**src/common/fruit_params.svh**
```systemverilog
`ifndef FRUIT_PARAMS_SVH
`define FRUIT_PARAMS_SVH

// system clock in MHz
`define FRUIT_CLK_FRE_MHZ 50
// host link speed
`define FRUIT_BAUD_RATE 115200
// clock cycles per uart bit
`define FRUIT_CLKS_PER_BIT (`FRUIT_CLK_FRE_MHZ * 1000000 / `FRUIT_BAUD_RATE)

// first byte of every report frame
`define FRUIT_REPORT_HDR 8'hA5

// host command bytes, "Q" and "0"
`define FRUIT_CMD_QUERY 8'h51
`define FRUIT_CMD_MODE_BASE 8'h30

`endif

```
**src/common/fruit_pkg.sv**
```systemverilog
`default_nettype none

package fruit_pkg;

        // detection mode, code 3 unused
        typedef enum logic [1:0] {
                MODE_COUNT  = 2'd0,
                MODE_COLOR  = 2'd1,
                MODE_DETECT = 2'd2
        } mode_e;

        // decoded host command
        typedef enum logic {
                CMD_QUERY    = 1'b0,
                CMD_SET_MODE = 1'b1
        } cmd_kind_e;

        // one byte on the report link
        typedef logic [7:0] report_byte_t;

endpackage

`default_nettype wire

```
**src/common/uart_cmd_if.sv**
```systemverilog
`timescale 1ns/1ps
`default_nettype none

// decoded command from receiver to executor
interface uart_cmd_if;
        import fruit_pkg::*;

        logic      cmd_valid;
        logic      cmd_ready;
        // payload, stable while valid
        cmd_kind_e cmd_kind;
        mode_e     cmd_mode;

        // receiver holds valid until ready
        modport rx_side (
                output cmd_valid,
                output cmd_kind,
                output cmd_mode,
                input  cmd_ready
        );

        // executor only takes commands when idle
        modport exec_side (
                input  cmd_valid,
                input  cmd_kind,
                input  cmd_mode,
                output cmd_ready
        );

endinterface

`default_nettype wire

```
**src/uart/uart_rx_decode.sv**
```systemverilog
`timescale 1ns/1ps
`default_nettype none
`include "fruit_params.svh"

module uart_rx_decode #(
        parameter int CLKS_PER_BIT = `FRUIT_CLKS_PER_BIT
) (
        input  wire         sys_clk_i,
        input  wire         arst_n_i,
        input  wire         uart_rx_i,
        uart_cmd_if.rx_side cmd_o
);
        import fruit_pkg::*;

        localparam int CNT_W = $clog2(CLKS_PER_BIT);
        localparam logic [CNT_W-1:0] BIT_LAST  = CNT_W'(CLKS_PER_BIT - 1);
        localparam logic [CNT_W-1:0] HALF_LAST = CNT_W'(CLKS_PER_BIT / 2 - 1);

        typedef enum logic [1:0] {
                RX_IDLE,
                RX_START,
                RX_DATA,
                RX_STOP
        } rx_state_e;

        rx_state_e        state;
        logic             rx_meta;
        logic             rx_sync;
        logic [CNT_W-1:0] clk_cnt;
        logic [2:0]       bit_idx;
        logic [7:0]       rx_byte;
        logic             stop_hit;
        logic             is_query;
        logic             is_mode;
        logic             cmd_load;

        // two flop sync, line idles high
        always_ff @(posedge sys_clk_i or negedge arst_n_i) begin
                if (!arst_n_i) begin
                        rx_meta <= 1'b1;
                        rx_sync <= 1'b1;
                end else begin
                        rx_meta <= uart_rx_i;
                        rx_sync <= rx_meta;
                end
        end

        // bit timing, half a bit to reach the middle of start
        always_ff @(posedge sys_clk_i or negedge arst_n_i) begin
                if (!arst_n_i) begin
                        state   <= RX_IDLE;
                        clk_cnt <= '0;
                        bit_idx <= '0;
                end else begin
                        clk_cnt <= clk_cnt + 1'b1;
                        case (state)
                        RX_IDLE: begin
                                clk_cnt <= '0;
                                if (!rx_sync)
                                        state <= RX_START;
                        end
                        RX_START: begin
                                if (clk_cnt == HALF_LAST) begin
                                        clk_cnt <= '0;
                                        bit_idx <= '0;
                                        // glitch, not a real start bit
                                        state   <= rx_sync ? RX_IDLE : RX_DATA;
                                end
                        end
                        RX_DATA: begin
                                if (clk_cnt == BIT_LAST) begin
                                        clk_cnt <= '0;
                                        bit_idx <= bit_idx + 1'b1;
                                        if (bit_idx == 3'd7)
                                                state <= RX_STOP;
                                end
                        end
                        default: begin
                                // middle of stop bit, back to idle
                                if (stop_hit)
                                        state <= RX_IDLE;
                        end
                        endcase
                end
        end

        // lsb first shift
        always_ff @(posedge sys_clk_i) begin
                if (state == RX_DATA && clk_cnt == BIT_LAST)
                        rx_byte <= {rx_sync, rx_byte[7:1]};
        end

        assign stop_hit = (state == RX_STOP) && (clk_cnt == BIT_LAST);
        assign is_query = (rx_byte == `FRUIT_CMD_QUERY);
        assign is_mode  = (rx_byte >= `FRUIT_CMD_MODE_BASE) &&
                          (rx_byte <= `FRUIT_CMD_MODE_BASE + 8'd2);
        // bad stop bit, unknown byte or pending command: nothing
        assign cmd_load = stop_hit && rx_sync && (is_query || is_mode) && !cmd_o.cmd_valid;

        // single command buffer
        always_ff @(posedge sys_clk_i or negedge arst_n_i) begin
                if (!arst_n_i)
                        cmd_o.cmd_valid <= 1'b0;
                else if (cmd_load)
                        cmd_o.cmd_valid <= 1'b1;
                else if (cmd_o.cmd_ready)
                        cmd_o.cmd_valid <= 1'b0;
        end

        always_ff @(posedge sys_clk_i) begin
                if (cmd_load) begin
                        cmd_o.cmd_kind <= is_query ? CMD_QUERY : CMD_SET_MODE;
                        // "0".."2" map to the low two bits
                        cmd_o.cmd_mode <= mode_e'(rx_byte[1:0]);
                end
        end

        // executor sees one steady command until it takes it
        a_cmd_hold: assert property (@(posedge sys_clk_i) disable iff (!arst_n_i)
                cmd_o.cmd_valid && !cmd_o.cmd_ready |=> cmd_o.cmd_valid &&
                $stable(cmd_o.cmd_kind) && $stable(cmd_o.cmd_mode));

endmodule

`default_nettype wire

```
**src/uart/uart_tx_result.sv**
```systemverilog
`timescale 1ns/1ps
`default_nettype none
`include "fruit_params.svh"

module uart_tx_result #(
        parameter int CLKS_PER_BIT = `FRUIT_CLKS_PER_BIT
) (
        input  wire                     sys_clk_i,
        input  wire                     arst_n_i,
        input  wire                     tx_valid_i,
        input  wire fruit_pkg::report_byte_t tx_data_i,
        output logic                    tx_ready_o,
        output logic                    uart_tx_o
);
        localparam int CNT_W = $clog2(CLKS_PER_BIT);
        localparam logic [CNT_W-1:0] BIT_LAST = CNT_W'(CLKS_PER_BIT - 1);

        logic             busy;
        logic [CNT_W-1:0] clk_cnt;
        logic [3:0]       bit_cnt;
        // data bits then stop bit
        logic [8:0]       tx_shift;

        assign tx_ready_o = !busy;

        always_ff @(posedge sys_clk_i or negedge arst_n_i) begin
                if (!arst_n_i) begin
                        busy      <= 1'b0;
                        clk_cnt   <= '0;
                        bit_cnt   <= '0;
                        uart_tx_o <= 1'b1;
                end else if (!busy) begin
                        if (tx_valid_i) begin
                                // start bit from the next cycle
                                busy      <= 1'b1;
                                clk_cnt   <= '0;
                                bit_cnt   <= '0;
                                uart_tx_o <= 1'b0;
                        end
                end else if (clk_cnt == BIT_LAST) begin
                        clk_cnt <= '0;
                        // stop bit done after ten bit times
                        if (bit_cnt == 4'd9) begin
                                busy <= 1'b0;
                        end else begin
                                bit_cnt   <= bit_cnt + 1'b1;
                                uart_tx_o <= tx_shift[0];
                        end
                end else begin
                        clk_cnt <= clk_cnt + 1'b1;
                end
        end

        always_ff @(posedge sys_clk_i) begin
                if (!busy && tx_valid_i)
                        tx_shift <= {1'b1, tx_data_i};
                else if (busy && clk_cnt == BIT_LAST)
                        tx_shift <= {1'b1, tx_shift[8:1]};
        end

        // host must see a mark line between frames
        a_idle_high: assert property (@(posedge sys_clk_i) disable iff (!arst_n_i)
                !busy |-> uart_tx_o);

endmodule

`default_nettype wire

```
**src/verilog/mode_key_ctrl.sv**
```systemverilog
`timescale 1ns/1ps
`default_nettype none

module mode_key_ctrl #(
        parameter int DEBOUNCE_CYCLES = 1_000_000
) (
        input  wire                   sys_clk_i,
        input  wire                   arst_n_i,
        input  wire [1:0]             key_button_i,
        input  wire                   mode_set_i,
        input  wire fruit_pkg::mode_e mode_set_val_i,
        output fruit_pkg::mode_e      mode_o,
        output logic [2:0]            led_out_o
);
        import fruit_pkg::*;

        localparam int CNT_W = $clog2(DEBOUNCE_CYCLES + 1);
        localparam logic [CNT_W-1:0] CNT_MAX = CNT_W'(DEBOUNCE_CYCLES);

        logic [1:0]       key_meta;
        logic [1:0]       key_sync;
        logic [CNT_W-1:0] key_cnt [2];
        // one pulse per press
        logic [1:0]       key_evt;
        mode_e            mode_q;
        mode_e            mode_next;
        mode_e            mode_prev;

        // keys are active low, released reads high
        always_ff @(posedge sys_clk_i or negedge arst_n_i) begin
                if (!arst_n_i) begin
                        key_meta <= 2'b11;
                        key_sync <= 2'b11;
                        key_evt  <= 2'b00;
                        key_cnt  <= '{default: '0};
                end else begin
                        key_meta <= key_button_i;
                        key_sync <= key_meta;
                        for (int i = 0; i < 2; i++) begin
                                if (!key_sync[i]) begin
                                        // saturate, so a held key fires once
                                        if (key_cnt[i] != CNT_MAX)
                                                key_cnt[i] <= key_cnt[i] + 1'b1;
                                        key_evt[i] <= (key_cnt[i] == CNT_MAX - 1'b1);
                                end else begin
                                        // release rearms the key
                                        key_cnt[i] <= '0;
                                        key_evt[i] <= 1'b0;
                                end
                        end
                end
        end

        // wrap order count, color, detect
        always_comb begin
                case (mode_q)
                MODE_COUNT: begin
                        mode_next = MODE_COLOR;
                        mode_prev = MODE_DETECT;
                end
                MODE_COLOR: begin
                        mode_next = MODE_DETECT;
                        mode_prev = MODE_COUNT;
                end
                default: begin
                        mode_next = MODE_COUNT;
                        mode_prev = MODE_COLOR;
                end
                endcase
        end

        // uart set request beats a key
        always_ff @(posedge sys_clk_i or negedge arst_n_i) begin
                if (!arst_n_i)
                        mode_q <= MODE_COUNT;
                else if (mode_set_i)
                        mode_q <= mode_set_val_i;
                else if (key_evt[0])
                        mode_q <= mode_next;
                else if (key_evt[1])
                        mode_q <= mode_prev;
        end

        assign mode_o = mode_q;
        // one hot, bit 0 count
        assign led_out_o = {mode_q == MODE_DETECT, mode_q == MODE_COLOR, mode_q == MODE_COUNT};

        // set requests come from decoded "0".."2" only
        a_mode_legal: assert property (@(posedge sys_clk_i) disable iff (!arst_n_i)
                mode_q != 2'd3);

endmodule

`default_nettype wire

```
**src/verilog/report_exec.sv**
```systemverilog
`timescale 1ns/1ps
`default_nettype none
`include "fruit_params.svh"

module report_exec (
        input  wire                          sys_clk_i,
        input  wire                          arst_n_i,
        uart_cmd_if.exec_side                cmd_i,
        input  wire fruit_pkg::mode_e        mode_i,
        input  wire [7:0]                    fruit_number_i,
        input  wire [2:0]                    color_i,
        input  wire                          tx_ready_i,
        output logic                         mode_set_o,
        output fruit_pkg::mode_e             mode_set_val_o,
        output logic                         tx_valid_o,
        output fruit_pkg::report_byte_t      tx_data_o
);
        import fruit_pkg::*;

        typedef enum logic {
                EX_IDLE,
                EX_SEND
        } ex_state_e;

        ex_state_e    state;
        // header, mode, payload, checksum
        logic [1:0]   byte_idx;
        mode_e        rpt_mode;
        logic [7:0]   rpt_num;
        logic [2:0]   rpt_color;
        report_byte_t payload;
        report_byte_t csum;
        logic         cmd_take;
        logic         tx_take;

        assign cmd_i.cmd_ready = (state == EX_IDLE);
        assign cmd_take        = cmd_i.cmd_valid && cmd_i.cmd_ready;
        assign tx_take         = tx_valid_o && tx_ready_i;
        assign tx_valid_o      = (state == EX_SEND);

        // mode register updates on the accept edge
        assign mode_set_o     = cmd_take && (cmd_i.cmd_kind == CMD_SET_MODE);
        assign mode_set_val_o = cmd_i.cmd_mode;

        always_ff @(posedge sys_clk_i or negedge arst_n_i) begin
                if (!arst_n_i) begin
                        state    <= EX_IDLE;
                        byte_idx <= '0;
                end else if (state == EX_IDLE) begin
                        byte_idx <= '0;
                        if (cmd_take && cmd_i.cmd_kind == CMD_QUERY)
                                state <= EX_SEND;
                end else if (tx_take) begin
                        byte_idx <= byte_idx + 1'b1;
                        // checksum gone, report done
                        if (byte_idx == 2'd3)
                                state <= EX_IDLE;
                end
        end

        // snapshot inputs so the frame is self consistent
        always_ff @(posedge sys_clk_i) begin
                if (cmd_take && cmd_i.cmd_kind == CMD_QUERY) begin
                        rpt_mode  <= mode_i;
                        rpt_num   <= fruit_number_i;
                        rpt_color <= color_i;
                end
        end

        // running sum of header, mode and payload
        always_ff @(posedge sys_clk_i) begin
                if (cmd_take)
                        csum <= '0;
                else if (tx_take)
                        csum <= csum + tx_data_o;
        end

        always_comb begin
                case (rpt_mode)
                MODE_COUNT:  payload = rpt_num;
                MODE_COLOR:  payload = {5'b0, rpt_color};
                MODE_DETECT: payload = {7'b0, rpt_num != 8'd0};
                default:     payload = '0;
                endcase
        end

        always_comb begin
                case (byte_idx)
                2'd0:    tx_data_o = `FRUIT_REPORT_HDR;
                2'd1:    tx_data_o = {6'b0, rpt_mode};
                2'd2:    tx_data_o = payload;
                default: tx_data_o = csum;
                endcase
        end

        // byte must not move under the transmitter
        a_tx_stable: assert property (@(posedge sys_clk_i) disable iff (!arst_n_i)
                tx_valid_o && !tx_ready_i |=> tx_valid_o && $stable(tx_data_o));

endmodule

`default_nettype wire

```
**src/verilog/fruit_report_top.sv**
```systemverilog
`timescale 1ns/1ps
`default_nettype none
`include "fruit_params.svh"

module fruit_report_top #(
        parameter int CLKS_PER_BIT    = `FRUIT_CLKS_PER_BIT,
        parameter int DEBOUNCE_CYCLES = 1_000_000
) (
        input  wire        sys_clk_i,
        input  wire        arst_n_i,
        input  wire        uart_rx_i,
        output logic       uart_tx_o,
        input  wire [1:0]  key_button_i,
        input  wire [7:0]  fruit_number_i,
        input  wire [2:0]  color_i,
        output logic [2:0] led_out_o
);
        import fruit_pkg::*;

        // report byte handshake
        logic         tx_valid;
        logic         tx_ready;
        report_byte_t tx_data;
        // mode set request and current mode
        logic         mode_set;
        mode_e        mode_set_val;
        mode_e        mode_cur;

        uart_cmd_if u_cmd_if ();

        uart_rx_decode #(
                .CLKS_PER_BIT (CLKS_PER_BIT)
        ) u_uart_rx_decode (
                .sys_clk_i (sys_clk_i),
                .arst_n_i  (arst_n_i),
                .uart_rx_i (uart_rx_i),
                .cmd_o     (u_cmd_if.rx_side)
        );

        report_exec u_report_exec (
                .sys_clk_i      (sys_clk_i),
                .arst_n_i       (arst_n_i),
                .cmd_i          (u_cmd_if.exec_side),
                .mode_i         (mode_cur),
                .fruit_number_i (fruit_number_i),
                .color_i        (color_i),
                .tx_ready_i     (tx_ready),
                .mode_set_o     (mode_set),
                .mode_set_val_o (mode_set_val),
                .tx_valid_o     (tx_valid),
                .tx_data_o      (tx_data)
        );

        uart_tx_result #(
                .CLKS_PER_BIT (CLKS_PER_BIT)
        ) u_uart_tx_result (
                .sys_clk_i  (sys_clk_i),
                .arst_n_i   (arst_n_i),
                .tx_valid_i (tx_valid),
                .tx_data_i  (tx_data),
                .tx_ready_o (tx_ready),
                .uart_tx_o  (uart_tx_o)
        );

        mode_key_ctrl #(
                .DEBOUNCE_CYCLES (DEBOUNCE_CYCLES)
        ) u_mode_key_ctrl (
                .sys_clk_i      (sys_clk_i),
                .arst_n_i       (arst_n_i),
                .key_button_i   (key_button_i),
                .mode_set_i     (mode_set),
                .mode_set_val_i (mode_set_val),
                .mode_o         (mode_cur),
                .led_out_o      (led_out_o)
        );

endmodule

`default_nettype wire

```
**config.mk**
```make
export PLATFORM = sky130hd
export DESIGN_NAME = fruit_report_top
export DESIGN_NICKNAME = d
export VERILOG_FILES = /design/src/common/fruit_pkg.sv /design/src/common/uart_cmd_if.sv /design/src/uart/uart_rx_decode.sv /design/src/uart/uart_tx_result.sv /design/src/verilog/mode_key_ctrl.sv /design/src/verilog/report_exec.sv /design/src/verilog/fruit_report_top.sv
export VERILOG_INCLUDE_DIRS = /design/src /design/src/common
export SDC_FILE = /design/constraint.sdc
export NUM_CORES = 1
export LEC_CHECK = 0
export BUFFER_PORTS_ARGS = -buffer_cell sky130_fd_sc_hd__buf_4
export CORE_ASPECT_RATIO = 0.5
export CORE_MARGIN = 4
export CORE_UTILIZATION = 27
export DETAILED_ROUTE_END_ITERATION = 8
export PLACE_DENSITY_LB_ADDON = 0.3
export SKIP_LAST_GASP = 1
export SLEW_MARGIN = 20
export SYNTH_ARGS = -nofsm -noshare
export SYNTH_HDL_FRONTEND = slang
export SYNTH_SLANG_ARGS = --single-unit
```
**constraint.sdc**
```tcl
create_clock -name sys_clk_i -period 2.6 [get_ports sys_clk_i]
set_clock_uncertainty 0.15 [all_clocks]
set_input_delay 0 -clock sys_clk_i [delete_from_list [all_inputs] [get_ports sys_clk_i]]
set_output_delay 0 -clock sys_clk_i [all_outputs]
set_load 0.01 [all_outputs]
```
# == Yosys cells after proc, flatten, opt, wreduce, memory -nomap -nowiden ==
# Index checks and enable logic that the tools add are counted.
# word_totals
regBits,123
inputBits,16
out_inout_bits,4
wordCells,147
# op_classes
add_sub_neg,8
magnitude_cmp,2
n_eq_ne,28
mux,52
n_bitwise,2
reduce_logical,29
# op_table
operator,n
$mux 20,4
$pmux 8 s3,2
$mux 9,5
$add 20x1->20 const B,2
$eq 20x20->1 const B,2
$ne 20x20->1 const B,2
$pmux 9 s3,1
$mux 2,11
$add 9x1->9 const B,2
$eq 9x9->1 const B,2
$mux 1,17
$mux 4,4
$mux 8,2
$eq 2x2->1 const B,6
$logic_and 1x1->1,11
$ne 2x2->1 const B,5
$reduce_bool 2->1,5
$eq 9x8->1 const B,1
$add 8x8->8,1
$eq 2x1->1 const B,4
$eq 8x7->1 const B,1
$ge 8x6->1 const B,1
$le 8x6->1 const B,1
$logic_not 2->1,4
other kinds (18),25

# == Depth between registers and ports, before layout ==
# logic_depth
ltp_word,6
depth_mapped,15
depth_no_buf,15

# == By module ==
# Synthesis repeated with hierarchy kept, for this count alone.
# unflattened
cells_unflattened,598
area_unflattened_um2,6288.5
# by_module_without_submodules
module,n_inst,cells_each,area_each_um2
mode_key_ctrl,1,246,2402.3
report_exec,1,138,1373.8
uart_rx_decode,1,100,1276.2
uart_tx_result,1,114,1236.2

# == Least setup slack after synthesis ==
# OpenSTA, ideal clock, no wires.
# synth_path
kind,register to register
startpoint,register u_report_exec.rpt_num[5]
endpoint,register u_report_exec.csum[6]
setup_time_ps,117
t_arrival_ps,2581
path_slack_ps,-248
stages_incl_launch_ff,16
n_path_buf,0
cell_sequence,edfxtp_1 > nor4_1 > nand2_1 > a21oi_1 > o22ai_1 > a21oi_1 > nor2_1 > ha_1 > inv_1 > fa_1 > nor2b_1 > o21ai_0 > a21oi_1 > o21a_1 > or3_1 > a32o_1
# synth_between
elab_chain_cells,4
# synth_lines
element,line,source
start: declaration,report_exec.sv:29,logic [7:0] rpt_num;
start signal: assignment,report_exec.sv:65,rpt_num <= fruit_number_i;
$reduce_bool 8->1,report_exec.sv:82,"MODE_DETECT: payload = {7'b0, rpt_num != 8'd0};"
$pmux 8 s3 *,report_exec.sv:79,case (rpt_mode)
$pmux 8 s3 *,report_exec.sv:88,case (byte_idx)
$add 8x8->8 *,report_exec.sv:75,csum <= csum + tx_data_o;
end signal: assignment,report_exec.sv:75,
end: declaration,report_exec.sv:32,report_byte_t csum;
# Mark *: on every way between the ends. The rest lies on a longest branch, timed or not.
# A chain may end at the register's enable or synchronous reset.

# == Worst setup path in the final report ==
# layout_path
startpoint,register u_report_exec.rpt_num[6]
endpoint,register u_report_exec.csum[6]
# Same word-level chain as after synthesis.

==> summary.md <==
| Metric | Value |
|---|---|
| Maxcap violations | 0 |
| Peak Freq | 332 MHz |
| H-tree levels | 4 |
| Clock network fraction of design power | 0.532 |
| Status | finished, violations left |
| Dominant synthesized flop cell | dfrtp_1 |
| Peak supply drop | 0.000508 V |
| Dpl cell area | 6710 µm² |
| Internal Dissipation | 3.56 mW |
| # IOs | 20 |
| Drt drc | 0 |
| Most frequent cells in the layout | 77 x nor2_1, 76 x dfrtp_1, 61 x nand2_1, 61 x buf_4, 35 x o21ai_0 |
| Violated checks | negative setup slack |
| Asr flop ratio synth | 0.675 |
| DR iter-0 viols | 201 |
| Clk buf depth | 2 |
| Area Overhead vs Synth | 27.9% |
| Critical path class | reg -> reg |
| CTS sink count | 123 |
| Reg2Reg Depth | 15 |
| Post-route setup slack | -0.413 ns |
| Min-delay src | key_button_i[0] |
| Synth top area cells | dfrtp_1 32%, edfxtp_1 16%, ha_1 6.1% |
| Switching Fraction | 0.210 |
| # rows | 38 |
| Final min period | 3.01 ns |
| Place WS | -0.486 ns |
| First-pass GRT wire length | 19900 µm |
| Number of flops mapped to enable cells by yosys | 32 |
| GRT Total Usage | 0.0972 |
| Layout cells sized above 1 | 0.188 |
| Final Hold Viols | 0 |
| Antenna Nets Post-Route | 0 |
| #FFs+latches synth | 123 |
| WL/cell | 11.7 µm |
| Register area | 3210 µm² |
| Most common cell after layout, fill and taps aside | nor2_1 |
| Seq pwr share | 0.447 |
| DIE WIDTH | 218 µm |
| Worst min path class | in -> reg |
| Placer Congestion | 0.753 |
| R2R Path End | u_report_exec.csum[6]$_SDFFE_PP0P_ |
| DR vias | 4387 |
| P_sw | 0.948 mW |
| Synth top area share | 0.319 |
| CTS tree | yes |
| Leakage | 3.19 nW |
| PwrDens | 590 nW/µm² |
| Post-detail-place hpwl | 7660 µm |
| Wirelength, routed | 11500 µm |
| Netlist Area Pre-Place | 5970 µm² |
| Sequential-to-total area share from yosys stat | 0.537 |
| Avg Cell Area, Syn | 10.2 µm² |
| Port Buffers | 19 |
| Post-Syn Instances | 588 |
| # fillers | 2181 |
| Total CTS buffers | 17 |
| Initial DRT Pass Iterations | 4 |
| Initial antenna violation count | 0 |
| Area leader, netlist | dfrtp_1 |
| Area taken by multi-input logic gates | 2680 µm² |
| Number of global-route vias before repair | 4244 |
| Logic pwr share | 0.021 |
| Grt total ovfl | 0 |
| WHS Endpoint | u_mode_key_ctrl.key_meta[0]$_DFF_PN1_ |
| Pin count of the biggest net entering global routing | 46 |
| CP arrival | 3.17 ns |
| Setup crit end kind | flop |
| Setup violators final | 3 |
| Worst Max-Slew Pin Slew | 0.674 ns |
| Placeable core region | 21700 µm² |
| CP Launch Type | flop |
| Synthesized net count | 634 |
| Worst slew margin | 0.551 |
| Clock slew at reported path FFs | 0.06 ns |
| Pwr Total | 4.50 mW |
| Number of vias per cell | 4.45 |
| FF-to-FF setup slack | -0.41 ns |
| Later-pin clock latency in the skew report | 0.41 ns |
| Pins Over Slew Limit | 0 |
| Hold path depth | 2 |
| Die Y | 113 µm |
| CP required | 2.75 ns |
| Yosys cell types | 52 |
| Design area | 7630 µm² |
| Clk root buf | clkbuf_16 |
| Final period util | 1.16 |
| Die ar. | 24700 µm² |
| Initial core utilization | 0.275 |
| Diode count | 0 |
| Final #Nets | 719 |
| Crit Path Max Fanout | 2 |
| RSZ-0062 raised after global routing | yes |
| FF-to-FF Start | u_report_exec.rpt_num[6]$_DFFE_PP_ |
| Synth Warn # | 0 |
worst max-delay path, cell delays in order, from the launching register on:
cell and delay (ns):
edfxtp_1 0.42, nor4_2 0.32, nand2_1 0.10, a21oi_1 0.13, o22ai_1 0.11, a21oi_2 0.16
nor2_1 0.09, ha_2 0.19, inv_2 0.05, fa_2 0.20, nor2b_2 0.05, o21ai_2 0.16
a21oi_2 0.09, o21a_1 0.19, or3_1 0.30, a32o_1 0.22
synth_stat cells (all sizes together) (6+ instances only):
| library cell | instances |
|---|---|
| o21ai | 42 |
| clkbuf | 12 |
| and3 | 11 |
| a21oi | 22 |
| nor2 | 77 |
| nand2b | 13 |
| mux2i | 6 |
| xor2 | 34 |
| nor3 | 6 |
| nand2 | 62 |
| nand3 | 26 |
| edfxtp | 32 |
| xnor2 | 11 |
| nor4 | 8 |
| ha | 29 |
| or3 | 9 |
| nor2b | 11 |
| dfrtp | 76 |
| dfxtp | 8 |
| dfstp | 7 |
| nand4 | 15 |
| inv | 27 |
per-layer routing:
layer | track usage | up-vias | wire length, µm
li1 | - | 2212 | -
met1 | 0.127 | 2124 | 5770
met2 | 0.157 | 34 | 5280
met3 | 0.0236 | 17 | 251
met4 | 0.0374 | 0 | 219
met5 | 0 | - | 0
stage by stage:
step                instances   util  TNS [ns]  hold WS, ns
floorplan                 588      -    -0.225       -0.446
global placement          928  0.309    -0.619       -0.135
detailed placement        928  0.309    -0.715       -0.128
CTS                       983  0.349    -0.753       0.0701
global route              986  0.352     -1.36       0.0872
finish                    986  0.352    -0.637       0.0872
cell type report:
class | instances | area share
Tap cell | 300 | 0.0492
Inverter | 27 | 0.0133
Clock buffer | 22 | 0.0677
Clock inverter | 10 | 0.0131
Timing Repair Buffer | 79 | 0.0862
Sequential cell | 123 | 0.420
Multi-Input combinational cell | 425 | 0.350
worst max-delay path by stage:
| stage | start | end | slack (ns) | cells past startpoint |
|---|---|---|---|---|
| 3_3_place_gp | u_report_exec.rpt_num[6]$_DFFE_PP_ | u_report_exec.csum[6]$_SDFFE_PP0P_ | -0.43 | 15 |
| 6_report | u_report_exec.rpt_num[6]$_DFFE_PP_ | u_report_exec.csum[6]$_SDFFE_PP0P_ | -0.41 | 15 |
| 2_1_floorplan | u_report_exec.rpt_num[6]$_DFFE_PP_ | u_report_exec.csum[6]$_SDFFE_PP0P_ | -0.18 | 15 |
| 3_5_place_dp | u_report_exec.rpt_num[6]$_DFFE_PP_ | u_report_exec.csum[6]$_SDFFE_PP0P_ | -0.49 | 15 |
| 4_1_cts | u_report_exec.rpt_num[5]$_DFFE_PP_ | u_report_exec.csum[6]$_SDFFE_PP0P_ | -0.41 | 15 |
| 5_1_grt | u_report_exec.rpt_num[6]$_DFFE_PP_ | u_report_exec.csum[6]$_SDFFE_PP0P_ | -0.56 | 15 |
registers in the layout, indices dropped and copies added (netlist names), 2 cells and up:
signal,count
u_mode_key_ctrl.mode_o,2
u_mode_key_ctrl.key_sync,2
u_report_exec.byte_idx,2
u_uart_tx_result.bit_cnt,4
u_uart_rx_decode.clk_cnt,9
u_uart_tx_result.tx_shift,8
u_uart_rx_decode.cmd_o.cmd_mode,2
u_mode_key_ctrl.key_cnt,40
u_mode_key_ctrl.key_meta,2
u_report_exec.rpt_mode,2
u_mode_key_ctrl.key_evt,2
u_uart_rx_decode.state,2
u_uart_rx_decode.rx_byte,8
u_report_exec.rpt_num,8
u_report_exec.rpt_color,3
u_uart_rx_decode.bit_idx,3
u_report_exec.csum,8
u_uart_tx_result.clk_cnt,9
power by group through the flow:
| stage | Sequential, mW | Clock, mW | Combinational (mW) |
|---|---|---|---|
| finish | 2.01 | 2.40 | 0.0940 |
| global route | 2.02 | 2.55 | 0.109 |
| CTS | 2.01 | 2.47 | 0.0980 |
| detailed placement | 2.05 | 0 | 0.0742 |
| global placement | 2.05 | 0 | 0.0727 |
| floorplan | 2.04 | 0 | 0.0286 |
repair_timing:
item	4_1_cts	5_1_grt
buffers inserted	6	3
hold buffers	17	0
pin swaps	11	7
setup endpoints to repair	4	5
endpoints found under the hold margin	91	0
resized for setup	9	15
cell families (layout without fill, tap and decap cells):
logic type               count (synthesis)  in the layout  synth area share
multiplexers                             8              8            0.0138
XOR/XNOR                                45             45            0.0660
flip-flops                             123            123             0.537
buffers and inverters                   40            138            0.0254
adder cells (fa/ha/maj)                 30             30            0.0641
AO/OA/AOI/OAI                           85             85            0.0811
AND/OR/NAND/NOR                        257            257             0.212
(Power assumes the default switching activity.)
